===== config.mk =====
export PLATFORM = sky130hd
export DESIGN_NAME = fcvtTop
export DESIGN_NICKNAME = d
export VERILOG_FILES = /design/src/hdl/fcvtPkg.sv /design/src/hdl/leadOneFind.sv /design/src/hdl/intToFloat.sv /design/src/hdl/fcvtConfig.sv /design/src/hdl/fcvtTop.sv
export VERILOG_INCLUDE_DIRS = /design/src /design/src/hdl
export SDC_FILE = /design/constraint.sdc
export NUM_CORES = 1
export LEC_CHECK = 0
export BUFFER_PORTS_ARGS = -buffer_cell sky130_fd_sc_hd__buf_2
export CAP_MARGIN = 20
export CORE_ASPECT_RATIO = 1.5
export CORE_MARGIN = 4
export CORE_UTILIZATION = 40
export DETAILED_ROUTE_END_ITERATION = 10
export HOLD_SLACK_MARGIN = 0.03
export SLEW_MARGIN = 20
export SYNTH_ARGS = -nofsm -noshare
export SYNTH_HDL_FRONTEND = slang
export SYNTH_SLANG_ARGS = --single-unit

===== constraint.sdc =====
create_clock -name clk -period 14.4 [get_ports clk]
set_input_delay 0.72 -clock clk [delete_from_list [all_inputs] [get_ports clk]]
set_output_delay 0.72 -clock clk [all_outputs]
set_load 0.01 [all_outputs]

===== src/hdl/fcvt_defs.svh =====
// ~~~~~~~~~~~~~~~~~~~~~~~~~~~~~~~~~~~~~~~~~~~~~~~~
// width and exponent bias macros for the
// integer to float conversion unit
// ~~~~~~~~~~~~~~~~~~~~~~~~~~~~~~~~~~~~~~~~~~~~~~~~
`ifndef FCVT_DEFS_SVH
`define FCVT_DEFS_SVH

// datapath widths
`define FCVT_INT_W 64
`define FCVT_RES_W 80
`define FCVT_TAG_W 4
`define FCVT_CNT_W 16

// IEEE exponent biases per target format
`define FCVT_BIAS_SNG 127
`define FCVT_BIAS_DBL 1023
`define FCVT_BIAS_EXT 16383

`endif


===== src/hdl/fcvtPkg.sv =====
// ~~~~~~~~~~~~~~~~~~~~~~~~~~~~~~~~~~~~~~~~~~~~~~~~
// types for the conversion unit: vectors, format
// enum, request, response and config structs
// ~~~~~~~~~~~~~~~~~~~~~~~~~~~~~~~~~~~~~~~~~~~~~~~~
`include "fcvt_defs.svh"

package fcvtPkg;

  typedef logic [`FCVT_INT_W-1:0] intOp_t;
  // single in [31:0], double in [63:0], extended uses all 80
  typedef logic [`FCVT_RES_W-1:0] fpRes_t;
  typedef logic [`FCVT_TAG_W-1:0] tag_t;
  typedef logic [`FCVT_CNT_W-1:0] convCnt_t;
  // bit position of the leading one
  typedef logic [$clog2(`FCVT_INT_W)-1:0] expIdx_t;

  // code 2'd3 is unused
  typedef enum logic [1:0] {
    FMT_SNG = 2'd0,
    FMT_DBL = 2'd1,
    FMT_EXT = 2'd2
  } fpFmt_e;

  typedef struct packed {
    fpFmt_e fmt;
    logic   isSigned;
  } cvtCfg_t;

  typedef struct packed {
    tag_t   tag;
    intOp_t operand;
  } cvtReq_t;

  typedef struct packed {
    tag_t   tag;
    fpFmt_e fmt;
    fpRes_t result;
  } cvtRsp_t;

endpackage


===== src/hdl/leadOneFind.sv =====
// ~~~~~~~~~~~~~~~~~~~~~~~~~~~~~~~~~~~~~~~~~~~~~~~~
// leadOneFind: priority encoder for the highest set bit
// ~~~~~~~~~~~~~~~~~~~~~~~~~~~~~~~~~~~~~~~~~~~~~~~~
`timescale 1ns/1ps

module leadOneFind #(
  parameter int WIDTH = 64
) (
  input  logic [WIDTH-1:0]         vec,
  output logic [$clog2(WIDTH)-1:0] idx,
  output logic                     found
);

  localparam int IdxW = $clog2(WIDTH);

  // ascending scan, so the last hit is the most significant one
  always_comb begin
    idx = '0;
    for (int i = 0; i < WIDTH; i++) begin
      if (vec[i]) begin
        idx = i[IdxW-1:0];
      end
    end
  end

  // idx stays 0 on an empty vector, found tells it apart from bit 0
  assign found = |vec;

endmodule


===== src/hdl/intToFloat.sv =====
// ~~~~~~~~~~~~~~~~~~~~~~~~~~~~~~~~~~~~~~~~~~~~~~~~
// intToFloat: two-stage integer to single, double
// or extended conversion, truncating toward zero
// ~~~~~~~~~~~~~~~~~~~~~~~~~~~~~~~~~~~~~~~~~~~~~~~~
`timescale 1ns/1ps
`include "fcvt_defs.svh"

module intToFloat (
  input  logic             clk,
  input  logic             arstN,
  input  logic             advance,
  input  logic             reqValid,
  input  fcvtPkg::cvtReq_t req,
  input  fcvtPkg::cvtCfg_t cfg,
  output logic             rspValid,
  output fcvtPkg::cvtRsp_t rsp
);

  import fcvtPkg::*;

  localparam int BiasSng = `FCVT_BIAS_SNG;
  localparam int BiasDbl = `FCVT_BIAS_DBL;
  localparam int BiasExt = `FCVT_BIAS_EXT;

  // stage 1 input side
  logic    negIn;
  intOp_t  magIn;

  // stage 1 registers
  logic    s1Valid;
  intOp_t  s1Mag;
  logic    s1Sign;
  fpFmt_e  s1Fmt;
  tag_t    s1Tag;

  // leading one search on stage 1
  logic [7:0] byteAny;
  logic [2:0] byteIdx;
  logic [7:0] leadByte;
  logic [2:0] bitIdx;
  logic       bitFound;
  expIdx_t    leadIdx;
  intOp_t     normMag;

  // stage 2 registers
  logic    s2Valid;
  intOp_t  s2Mant;
  expIdx_t s2Idx;
  logic    s2Found;
  logic    s2Sign;
  fpFmt_e  s2Fmt;
  tag_t    s2Tag;

  // output packing
  logic [7:0]  expSng;
  logic [10:0] expDbl;
  logic [14:0] expExt;
  fpRes_t      fpField;

  // magnitude by conditional negation
  assign negIn = cfg.isSigned && req.operand[63];
  assign magIn = negIn ? -req.operand : req.operand;

  // one OR bit per byte, then search the winning byte
  always_comb begin
    for (int b = 0; b < 8; b++) begin
      byteAny[b] = |s1Mag[b*8 +: 8];
    end
  end

  // a zero operand selects byte 0, so bitFound alone covers it
  leadOneFind #(.WIDTH(8)) u_byteFind (
    .vec   (byteAny),
    .idx   (byteIdx),
    .found ()
  );

  assign leadByte = s1Mag[{byteIdx, 3'b000} +: 8];

  leadOneFind #(.WIDTH(8)) u_bitFind (
    .vec   (leadByte),
    .idx   (bitIdx),
    .found (bitFound)
  );

  assign leadIdx = {byteIdx, bitIdx};
  // 63 - leadIdx is just the inverse of the 6-bit index
  assign normMag = s1Mag << (~leadIdx);

  // valid bits
  always_ff @(posedge clk or negedge arstN) begin
    if (!arstN) begin
      s1Valid <= 1'b0;
      s2Valid <= 1'b0;
    end else if (advance) begin
      s1Valid <= reqValid;
      s2Valid <= s1Valid;
    end
  end

  // payload, frozen together with the valids
  always_ff @(posedge clk) begin
    if (advance) begin
      s1Mag   <= magIn;
      s1Sign  <= negIn;
      s1Fmt   <= cfg.fmt;
      s1Tag   <= req.tag;
      s2Mant  <= normMag;
      s2Idx   <= leadIdx;
      s2Found <= bitFound;
      s2Sign  <= s1Sign;
      s2Fmt   <= s1Fmt;
      s2Tag   <= s1Tag;
    end
  end

  // biased exponents
  assign expSng = BiasSng[7:0] + {2'b00, s2Idx};
  assign expDbl = BiasDbl[10:0] + {5'b00000, s2Idx};
  assign expExt = BiasExt[14:0] + {9'b0, s2Idx};

  // hidden one dropped for single and double, explicit for extended
  always_comb begin
    fpField = '0;
    if (s2Found) begin
      case (s2Fmt)
        FMT_SNG: fpField = {48'b0, s2Sign, expSng, s2Mant[62:40]};
        FMT_DBL: fpField = {16'b0, s2Sign, expDbl, s2Mant[62:11]};
        FMT_EXT: fpField = {s2Sign, expExt, s2Mant};
        default: fpField = '0;
      endcase
    end
  end

  assign rspValid = s2Valid;
  assign rsp      = '{tag: s2Tag, fmt: s2Fmt, result: fpField};

  // format code travels from the config register through both stages
  aValidFmt : assert property (@(posedge clk) disable iff (!arstN)
    rspValid |-> rsp.fmt inside {FMT_SNG, FMT_DBL, FMT_EXT});

  // a stalled response holds until the output side takes it
  aStallHold : assert property (@(posedge clk) disable iff (!arstN)
    rspValid && !advance |=> rspValid && $stable(rsp));

endmodule


===== src/hdl/fcvtConfig.sv =====
// ~~~~~~~~~~~~~~~~~~~~~~~~~~~~~~~~~~~~~~~~~~~~~~~~
// fcvtConfig: format and signedness register,
// delivered result counter
// ~~~~~~~~~~~~~~~~~~~~~~~~~~~~~~~~~~~~~~~~~~~~~~~~
`timescale 1ns/1ps

module fcvtConfig (
  input  logic              clk,
  input  logic              arstN,
  input  logic              cfgWe,
  input  fcvtPkg::cvtCfg_t  cfgWdata,
  output fcvtPkg::cvtCfg_t  cfgRdata,
  output fcvtPkg::cvtCfg_t  cfg,
  input  logic              rspFire,
  output fcvtPkg::convCnt_t convCount
);

  import fcvtPkg::*;

  cvtCfg_t  cfgReg;
  logic     wrOk;
  convCnt_t cntReg;

  // unused format code is dropped, the register keeps its value
  assign wrOk = cfgWe && (cfgWdata.fmt inside {FMT_SNG, FMT_DBL, FMT_EXT});

  // comes up as signed to double
  always_ff @(posedge clk or negedge arstN) begin
    if (!arstN) begin
      cfgReg <= '{fmt: FMT_DBL, isSigned: 1'b1};
    end else if (wrOk) begin
      cfgReg <= cfgWdata;
    end
  end

  // wraps at the counter width
  always_ff @(posedge clk or negedge arstN) begin
    if (!arstN) begin
      cntReg <= '0;
    end else if (rspFire) begin
      cntReg <= cntReg + 1'b1;
    end
  end

  // the converter samples cfg on each accepted request
  assign cfg       = cfgReg;
  assign cfgRdata  = cfgReg;
  assign convCount = cntReg;

  aCfgFmt : assert property (@(posedge clk) disable iff (!arstN)
    cfgReg.fmt inside {FMT_SNG, FMT_DBL, FMT_EXT});

endmodule


===== src/hdl/fcvtTop.sv =====
// ~~~~~~~~~~~~~~~~~~~~~~~~~~~~~~~~~~~~~~~~~~~~~~~~
// fcvtTop: config block and converter behind a
// valid/ready request and response interface
// ~~~~~~~~~~~~~~~~~~~~~~~~~~~~~~~~~~~~~~~~~~~~~~~~
`timescale 1ns/1ps

module fcvtTop (
  input  logic              clk,
  input  logic              arstN,
  // request side
  input  logic              inValid,
  output logic              inReady,
  input  fcvtPkg::cvtReq_t  inReq,
  // response side
  output logic              outValid,
  input  logic              outReady,
  output fcvtPkg::cvtRsp_t  outRsp,
  // config port
  input  logic              cfgWe,
  input  fcvtPkg::cvtCfg_t  cfgWdata,
  output fcvtPkg::cvtCfg_t  cfgRdata,
  output fcvtPkg::convCnt_t convCount
);

  import fcvtPkg::*;

  cvtCfg_t cfg;
  logic    advance;
  logic    rspFire;

  // whole pipeline moves unless a response sits unaccepted
  assign advance = !outValid || outReady;
  assign rspFire = outValid && outReady;
  assign inReady = advance;

  fcvtConfig u_fcvtConfig (
    .clk       (clk),
    .arstN     (arstN),
    .cfgWe     (cfgWe),
    .cfgWdata  (cfgWdata),
    .cfgRdata  (cfgRdata),
    .cfg       (cfg),
    .rspFire   (rspFire),
    .convCount (convCount)
  );

  // inValid is qualified by advance inside, since reqValid is only
  // sampled when the stages move
  intToFloat u_intToFloat (
    .clk      (clk),
    .arstN    (arstN),
    .advance  (advance),
    .reqValid (inValid),
    .req      (inReq),
    .cfg      (cfg),
    .rspValid (outValid),
    .rsp      (outRsp)
  );

endmodule


Word level (Yosys, flattened, before mapping)
Cells that the tools add are included.
W data, S select, Z words.
{ "totals": {"ff_bits": 170, "output_inout_bits": 107} }
{ "op_classes": {"add_sub_neg": 5, "n_eq_ne": 4, "shift": 2, "muxes": 17, "bitwise": 1, "n_reduce_logical": 16} }
{ "ops": {"columns": ["operator", "count"], "rows": [
  ["$pmux W80 S3", 1],
  ["$mux W80", 1],
  ["$mux W64", 1],
  ["$neg A64 Y64", 1],
  ["$reduce_or A8 Y1", 8],
  ["$shiftx A64 B7 Y8", 1],
  ["$shl A64 B6 Y64", 1],
  ["$mux W3", 12],
  ["$add A16 B1 Y16 const B", 1],
  ["$add A14 B6 Y15 const A", 1],
  ["$add A10 B6 Y11 const A", 1],
  ["$add A7 B6 Y8 const A", 1],
  ["$not A6 Y6", 1],
  ["$eq A2 B1 Y1 const B", 2],
  ["$eq A2 B2 Y1 const B", 2],
  ["$logic_not A2 Y1", 2],
  ["$logic_and A1 B1 Y1", 3],
  ["$reduce_bool A3 Y1", 1],
  ["$mux W1", 2],
  ["$logic_not A1 Y1", 1],
  ["$logic_or A1 B1 Y1", 1]
]} }

Logic depth before layout (Yosys ltp)
{ "logic_depth": {"ltp_word": 18, "depth_mapped": 19, "ltp_nobuf": 14} }

Cells and area by module
Synthesis repeated with hierarchy kept, for this count alone.
{ "hier_totals": {"hier_cells": 1213, "hier_area_um2": 12919.9} }
{ "modules_own_cells": {"columns": ["mod", "n_inst", "cells_per_inst", "area_per_inst_um2", "seq_area_each_um2"], "rows": [
  ["intToFloat", 1, 1114, 11898.9, 4524.3],
  ["fcvtConfig", 1, 73, 875.8, 478.0],
  ["leadOneFind", 2, 12, 66.3, 0.0],
  ["fcvtTop", 1, 2, 12.5, 0.0]
]} }

Worst setup path after synthesis
OpenSTA, ideal clock, no wires.
{ "synth_path": {"path_kind": "input to register", "from": "input port outReady", "to": "register u_intToFloat.s1Valid", "t_arrival_ns": 5.066, "slack_ns": 9.250, "stages": 2, "path_buffers": 0, "path_cell_list": "nand2b_1 > mux2_2"} }
{ "synth_between": {"elab_chain_cells": 1} }
{ "synth_rtl": {"columns": ["item", "line", "text"], "rows": [
  ["from (decl)", "fcvtTop.sv:16", "input logic outReady,"],
  ["$logic_or A1 B1 Y1", "fcvtTop.sv:32", "assign advance = !outValid || outReady;"],
  ["to (signal assigned)", "intToFloat.sv:96", "s1Valid <= reqValid;"],
  ["to (decl)", "intToFloat.sv:30", "logic s1Valid;"]
]} }
Every way passes these cells.
A chain may end at the register's enable or synchronous reset.

Worst setup path after layout
{ "layout_path": {"from": "register u_intToFloat.s1Mag[44]", "to": "register u_intToFloat.s2Mant[59], data pin"} }
{ "layout_between": {"elab_chain_cells": 14} }
{ "layout_rtl": {"columns": ["item", "line", "text"], "rows": [
  ["from (decl)", "intToFloat.sv:31", "intOp_t s1Mag;"],
  ["from (signal assigned)", "intToFloat.sv:104", "s1Mag <= magIn;"],
  ["$reduce_or A8 Y1", "intToFloat.sv:67", "byteAny[b] = |s1Mag[b*8 +: 8];"],
  ["$mux W3 (3 in series)", "leadOneFind.sv:20", "if (vec[i]) begin"],
  ["$shiftx A64 B7 Y8", "intToFloat.sv:78", "assign leadByte = s1Mag[{byteIdx, 3'b000} +: 8];"],
  ["$mux W1", "leadOneFind.sv:20", null],
  ["$mux W3 (6 in series)", "leadOneFind.sv:20", null],
  ["$not A6 Y6", "intToFloat.sv:88", "assign normMag = s1Mag << (~leadIdx);"],
  ["$shl A64 B6 Y64 *", "intToFloat.sv:88", null],
  ["named net u_intToFloat.normMag[59]", "intToFloat.sv:43", "intOp_t normMag;"],
  ["to (signal assigned)", "intToFloat.sv:108", "s2Mant <= normMag;"],
  ["to (decl)", "intToFloat.sv:47", "intOp_t s2Mant;"]
]} }
The timed path passes the listed nets; every way through them passes the cells marked *.

==> reports/results.txt <==
Status -> complete, no violations
Vias in the first global route -> 12500
Post-CTS Setup Bufs -> 0
Area fraction of the dominant cell type after synthesis -> 33.1%
TritonCTS clock tree -> built
Top-count cell post-synth -> nand2_1
Worst Path Max Fanout -> 62
CTS H-Tree Depth -> 4
Req. time, crit path -> 14.59 ns
DIE AREA -> 36900 sq um
Switching power -> 0.000903 W
Vias per cell -> 6.32
Remaining global-route overflow -> 0
Largest net degree at the start of global routing -> 73
Yosys top cell by area -> edfxtp_1
Worst Skew -> 0.0151 ns
Netlist Area Pre-Place -> 13500 sq um
Worst hold margin -> 0.202 ns
CTS root buffer -> clkbuf_16
DP Worst Slack -> 7.60 ns
Clock latency on the worst-skew pair -> 0.46 ns
Total CTS buffers -> 17
Hold_buf cts -> 0
IO Pins -> 183
Post-synth top cells -> nand2_1, edfxtp_1, nor2_1
Synth Register Bits -> 170
DP Area -> 14700 sq um
MaxCap Viol Count -> 0
CTS resizes -> 0
Fin. max-slew vios -> 0
Synth area leaders -> edfxtp_1, mux2i_1, nand2_1
Switching share of power -> 42.4%
Initial Util -> 40.4%
Sink Count -> 170
DRT iter0 DRCs -> 1268
Slew @ Worst Pin -> 0.952 ns
Hpwl dp -> 39.4 mm
Fraction of the cycle the final worst path needs -> 48.5%
Critical path endpoint category -> register
Die width -> 158 um
CP Data Arrival Time -> 7.18 ns
Sequential share of power -> 37.4%
Max frequency -> 143 MHz
Setup tns final -> 0 ns
Final setup fails -> 0
Synth Instances -> 1490
Critical path class -> reg -> reg
Total number of vias -> 12900
Fin area -> 15300 sq um
Post-synth EDFFs -> 149
Synthesis-to-finish area growth -> 13.1%
Synth Flop Type -> edfxtp_1
Die Height -> 233 um
Max IR drop VDD -> 0.0000844 V
CP Launch Type -> register
Cell Rows -> 82
Nets@finish -> 1684
Avg Cell Area, Syn -> 9.08 sq um
Ant diodes -> 0
First-pass GRT wire length -> 76.1 mm
FFs w/ async S/R, synth -> 12.4%
Routability cong. -> 1.05
Clk pwr share -> 22.2%
Initial antenna violation count -> 0
GRT Resource Usage Total -> 27.2%
Filler cell count -> 3315
Max-slew headroom -> 36.5%
Core Box Area -> 33400 sq um
PortBufs -> 182
DR DRC count -> 0
Worst Hold Class -> in -> async
Register area share after synthesis -> 37.0%
Maximum buffer depth of the clock tree -> 2
Syn. warnings -> 0
Distinct cells, synth -> 90
Clock slew at reported path FFs -> 0.08 ns
Power share of the combinational group -> 40.3%
DRT Pass-1 Iters -> 6
Final hold vios -> 0
Post-route minimum period -> 6.99 ns
ANT nets after route -> 0
Power Density -> 139 nW/um^2
Ratio of cells with drive above 1 in the final layout -> 19.5%
Avg WL per Cell -> 25.1 um
Final WL -> 51.1 mm
Lkg Pwr -> 6.16 nW
Syn nets -> 1570
P_int -> 0.00123 W
Final setup margin -> 7.41 ns
RSZ-0062 raised after global routing -> no
cells in the final DEF (no fill, tap or decap), types with 14 or more instances in the layout:
| cell type | Yosys | layout |
|---|---|---|
| mux2i_1 | 110 | 110 |
| nand3_1 | 41 | 41 |
| a31oi_1 | 15 | 15 |
| o31ai_1 | 37 | 37 |
| nor3_1 | 24 | 24 |
| nor2_1 | 127 | 127 |
| and2_1 | 18 | 18 |
| a21oi_1 | 86 | 85 |
| edfxtp_1 | 149 | 149 |
| mux2_2 | 17 | 17 |
| buf_2 | 20 | 182 |
| xor2_1 | 35 | 35 |
| o311ai_0 | 16 | 15 |
| a22oi_1 | 16 | 16 |
| inv_1 | 41 | 40 |
| a22o_1 | 24 | 24 |
| nand2_1 | 167 | 167 |
| xnor2_1 | 44 | 44 |
| nor4_1 | 22 | 22 |
| dfrtp_1 | 19 | 19 |
| nor2b_1 | 26 | 26 |
| clkbuf_16 | 0 | 17 |
| o211ai_1 | 24 | 24 |
| buf_4 | 9 | 27 |
| o21ai_0 | 67 | 67 |
| o22ai_1 | 14 | 14 |
| a2bb2oi_1 | 24 | 24 |
through the flow:
| stage | total power (W) | util (%) | instances |
|---|---|---|---|
| after floorplan | 0.00132 | - | 1490 |
| after global placement | 0.00164 | 43.8 | 2005 |
| after detailed placement | 0.00165 | 43.8 | 2005 |
| after CTS | 0.00212 | 45.8 | 2037 |
| after global routing | 0.00223 | 45.8 | 2037 |
| final | 0.00213 | 45.8 | 2037 |
sequential cells by signal (all words and copies together), names as in the netlist:
| name | count |
|---|---|
| u_intToFloat.s2Tag | 4 |
| u_fcvtConfig.convCount | 16 |
| u_intToFloat.s1Valid | 1 |
| u_intToFloat.rspValid | 1 |
| u_intToFloat.s1Fmt | 2 |
| u_fcvtConfig.cfg | 3 |
| u_intToFloat.s2Sign | 1 |
| u_intToFloat.s1Tag | 4 |
| u_intToFloat.s2Found | 1 |
| u_intToFloat.s2Mant | 64 |
| u_intToFloat.s2Fmt | 2 |
| u_intToFloat.s1Sign | 1 |
| u_intToFloat.s2Idx | 6 |
| u_intToFloat.s1Mag | 64 |
kinds of logic after synthesis:
kind of cell               after synthesis  share of synthesized area, %
xor gates and xnor gates                79                          5.11
muxes                                  133                          10.4
AOI/OAI and AO/OA                      438                          23.3
DFF                                    170                          37.0
and+or+nand+nor                        505                          18.4
adders and majority gates                4                         0.370
buffers and inverters                  161                          5.36
metal layers:
layer  up-vias  wire length, um  GRT usage, %
li1       5905                -             -
met1      6131            19000          31.3
met2       660            25500          46.8
met3       170             2990          3.69
met4         0             3620          17.5
met5         -                0             0
layout make-up:
class	count	area [sq um]	area share (%)
flip-flops and latches	170	5000	32.7
clock inverters	15	216	1.41
repair buffers	209	1110	7.28
well taps	420	526	3.43
inverters	47	179	1.17
multi-input cells	1159	7840	51.2
clock buffers	17	425	2.78
power groups by stage:
stage,Clock (W),Combinational [W],Sequential [W]
6_report,0.000474,0.000859,0.000797
5_1_grt,0.000504,0.000927,0.000804
4_1_cts,0.000485,0.000846,0.000793
3_5_place_dp,0,0.000844,0.000803
3_3_place_gp,0,0.000841,0.000801
2_1_floorplan,0,0.000562,0.000755
critical path, cell delays in order, from the launching register on:
cell and delay [ns]:
edfxtp_1 0.50, nor4_2 0.51, and4_1 0.91, a21oi_2 0.14
inv_2 0.56, nand2_1 0.43, o211ai_2 0.62, o21a_2 0.36
buf_4 0.55, nand3_1 0.55, a2bb2oi_1 0.33, mux2i_1 0.36
mux2i_1 0.17, a2111oi_1 0.54, a211oi_1 0.09
final timing paths:
check | cells past startpoint | start | endpoint | slack, ns
worst min register to register | 0 | u_intToFloat.s1Fmt[1]$_DFFE_PP_ | u_intToFloat.s2Fmt[1]$_DFFE_PP_ | 0.42
worst max-delay path | 14 | u_intToFloat.s1Mag[44]$_DFFE_PP_ | u_intToFloat.s2Mant[59]$_DFFE_PP_ | 7.41
worst max register to register | 14 | u_intToFloat.s1Mag[44]$_DFFE_PP_ | u_intToFloat.s2Mant[59]$_DFFE_PP_ | 7.41
min in group clk | 0 | u_intToFloat.s1Fmt[1]$_DFFE_PP_ | u_intToFloat.s2Fmt[1]$_DFFE_PP_ | 0.42
max in group asynchronous | 1 | arstN | u_fcvtConfig.cfg[1]$_DFFE_PN1P_ | 13.85
worst min-delay path | 1 | arstN | u_fcvtConfig.convCount[8]$_DFFE_PN0P_ | 0.20
Power figures use the tool's default switching activity.
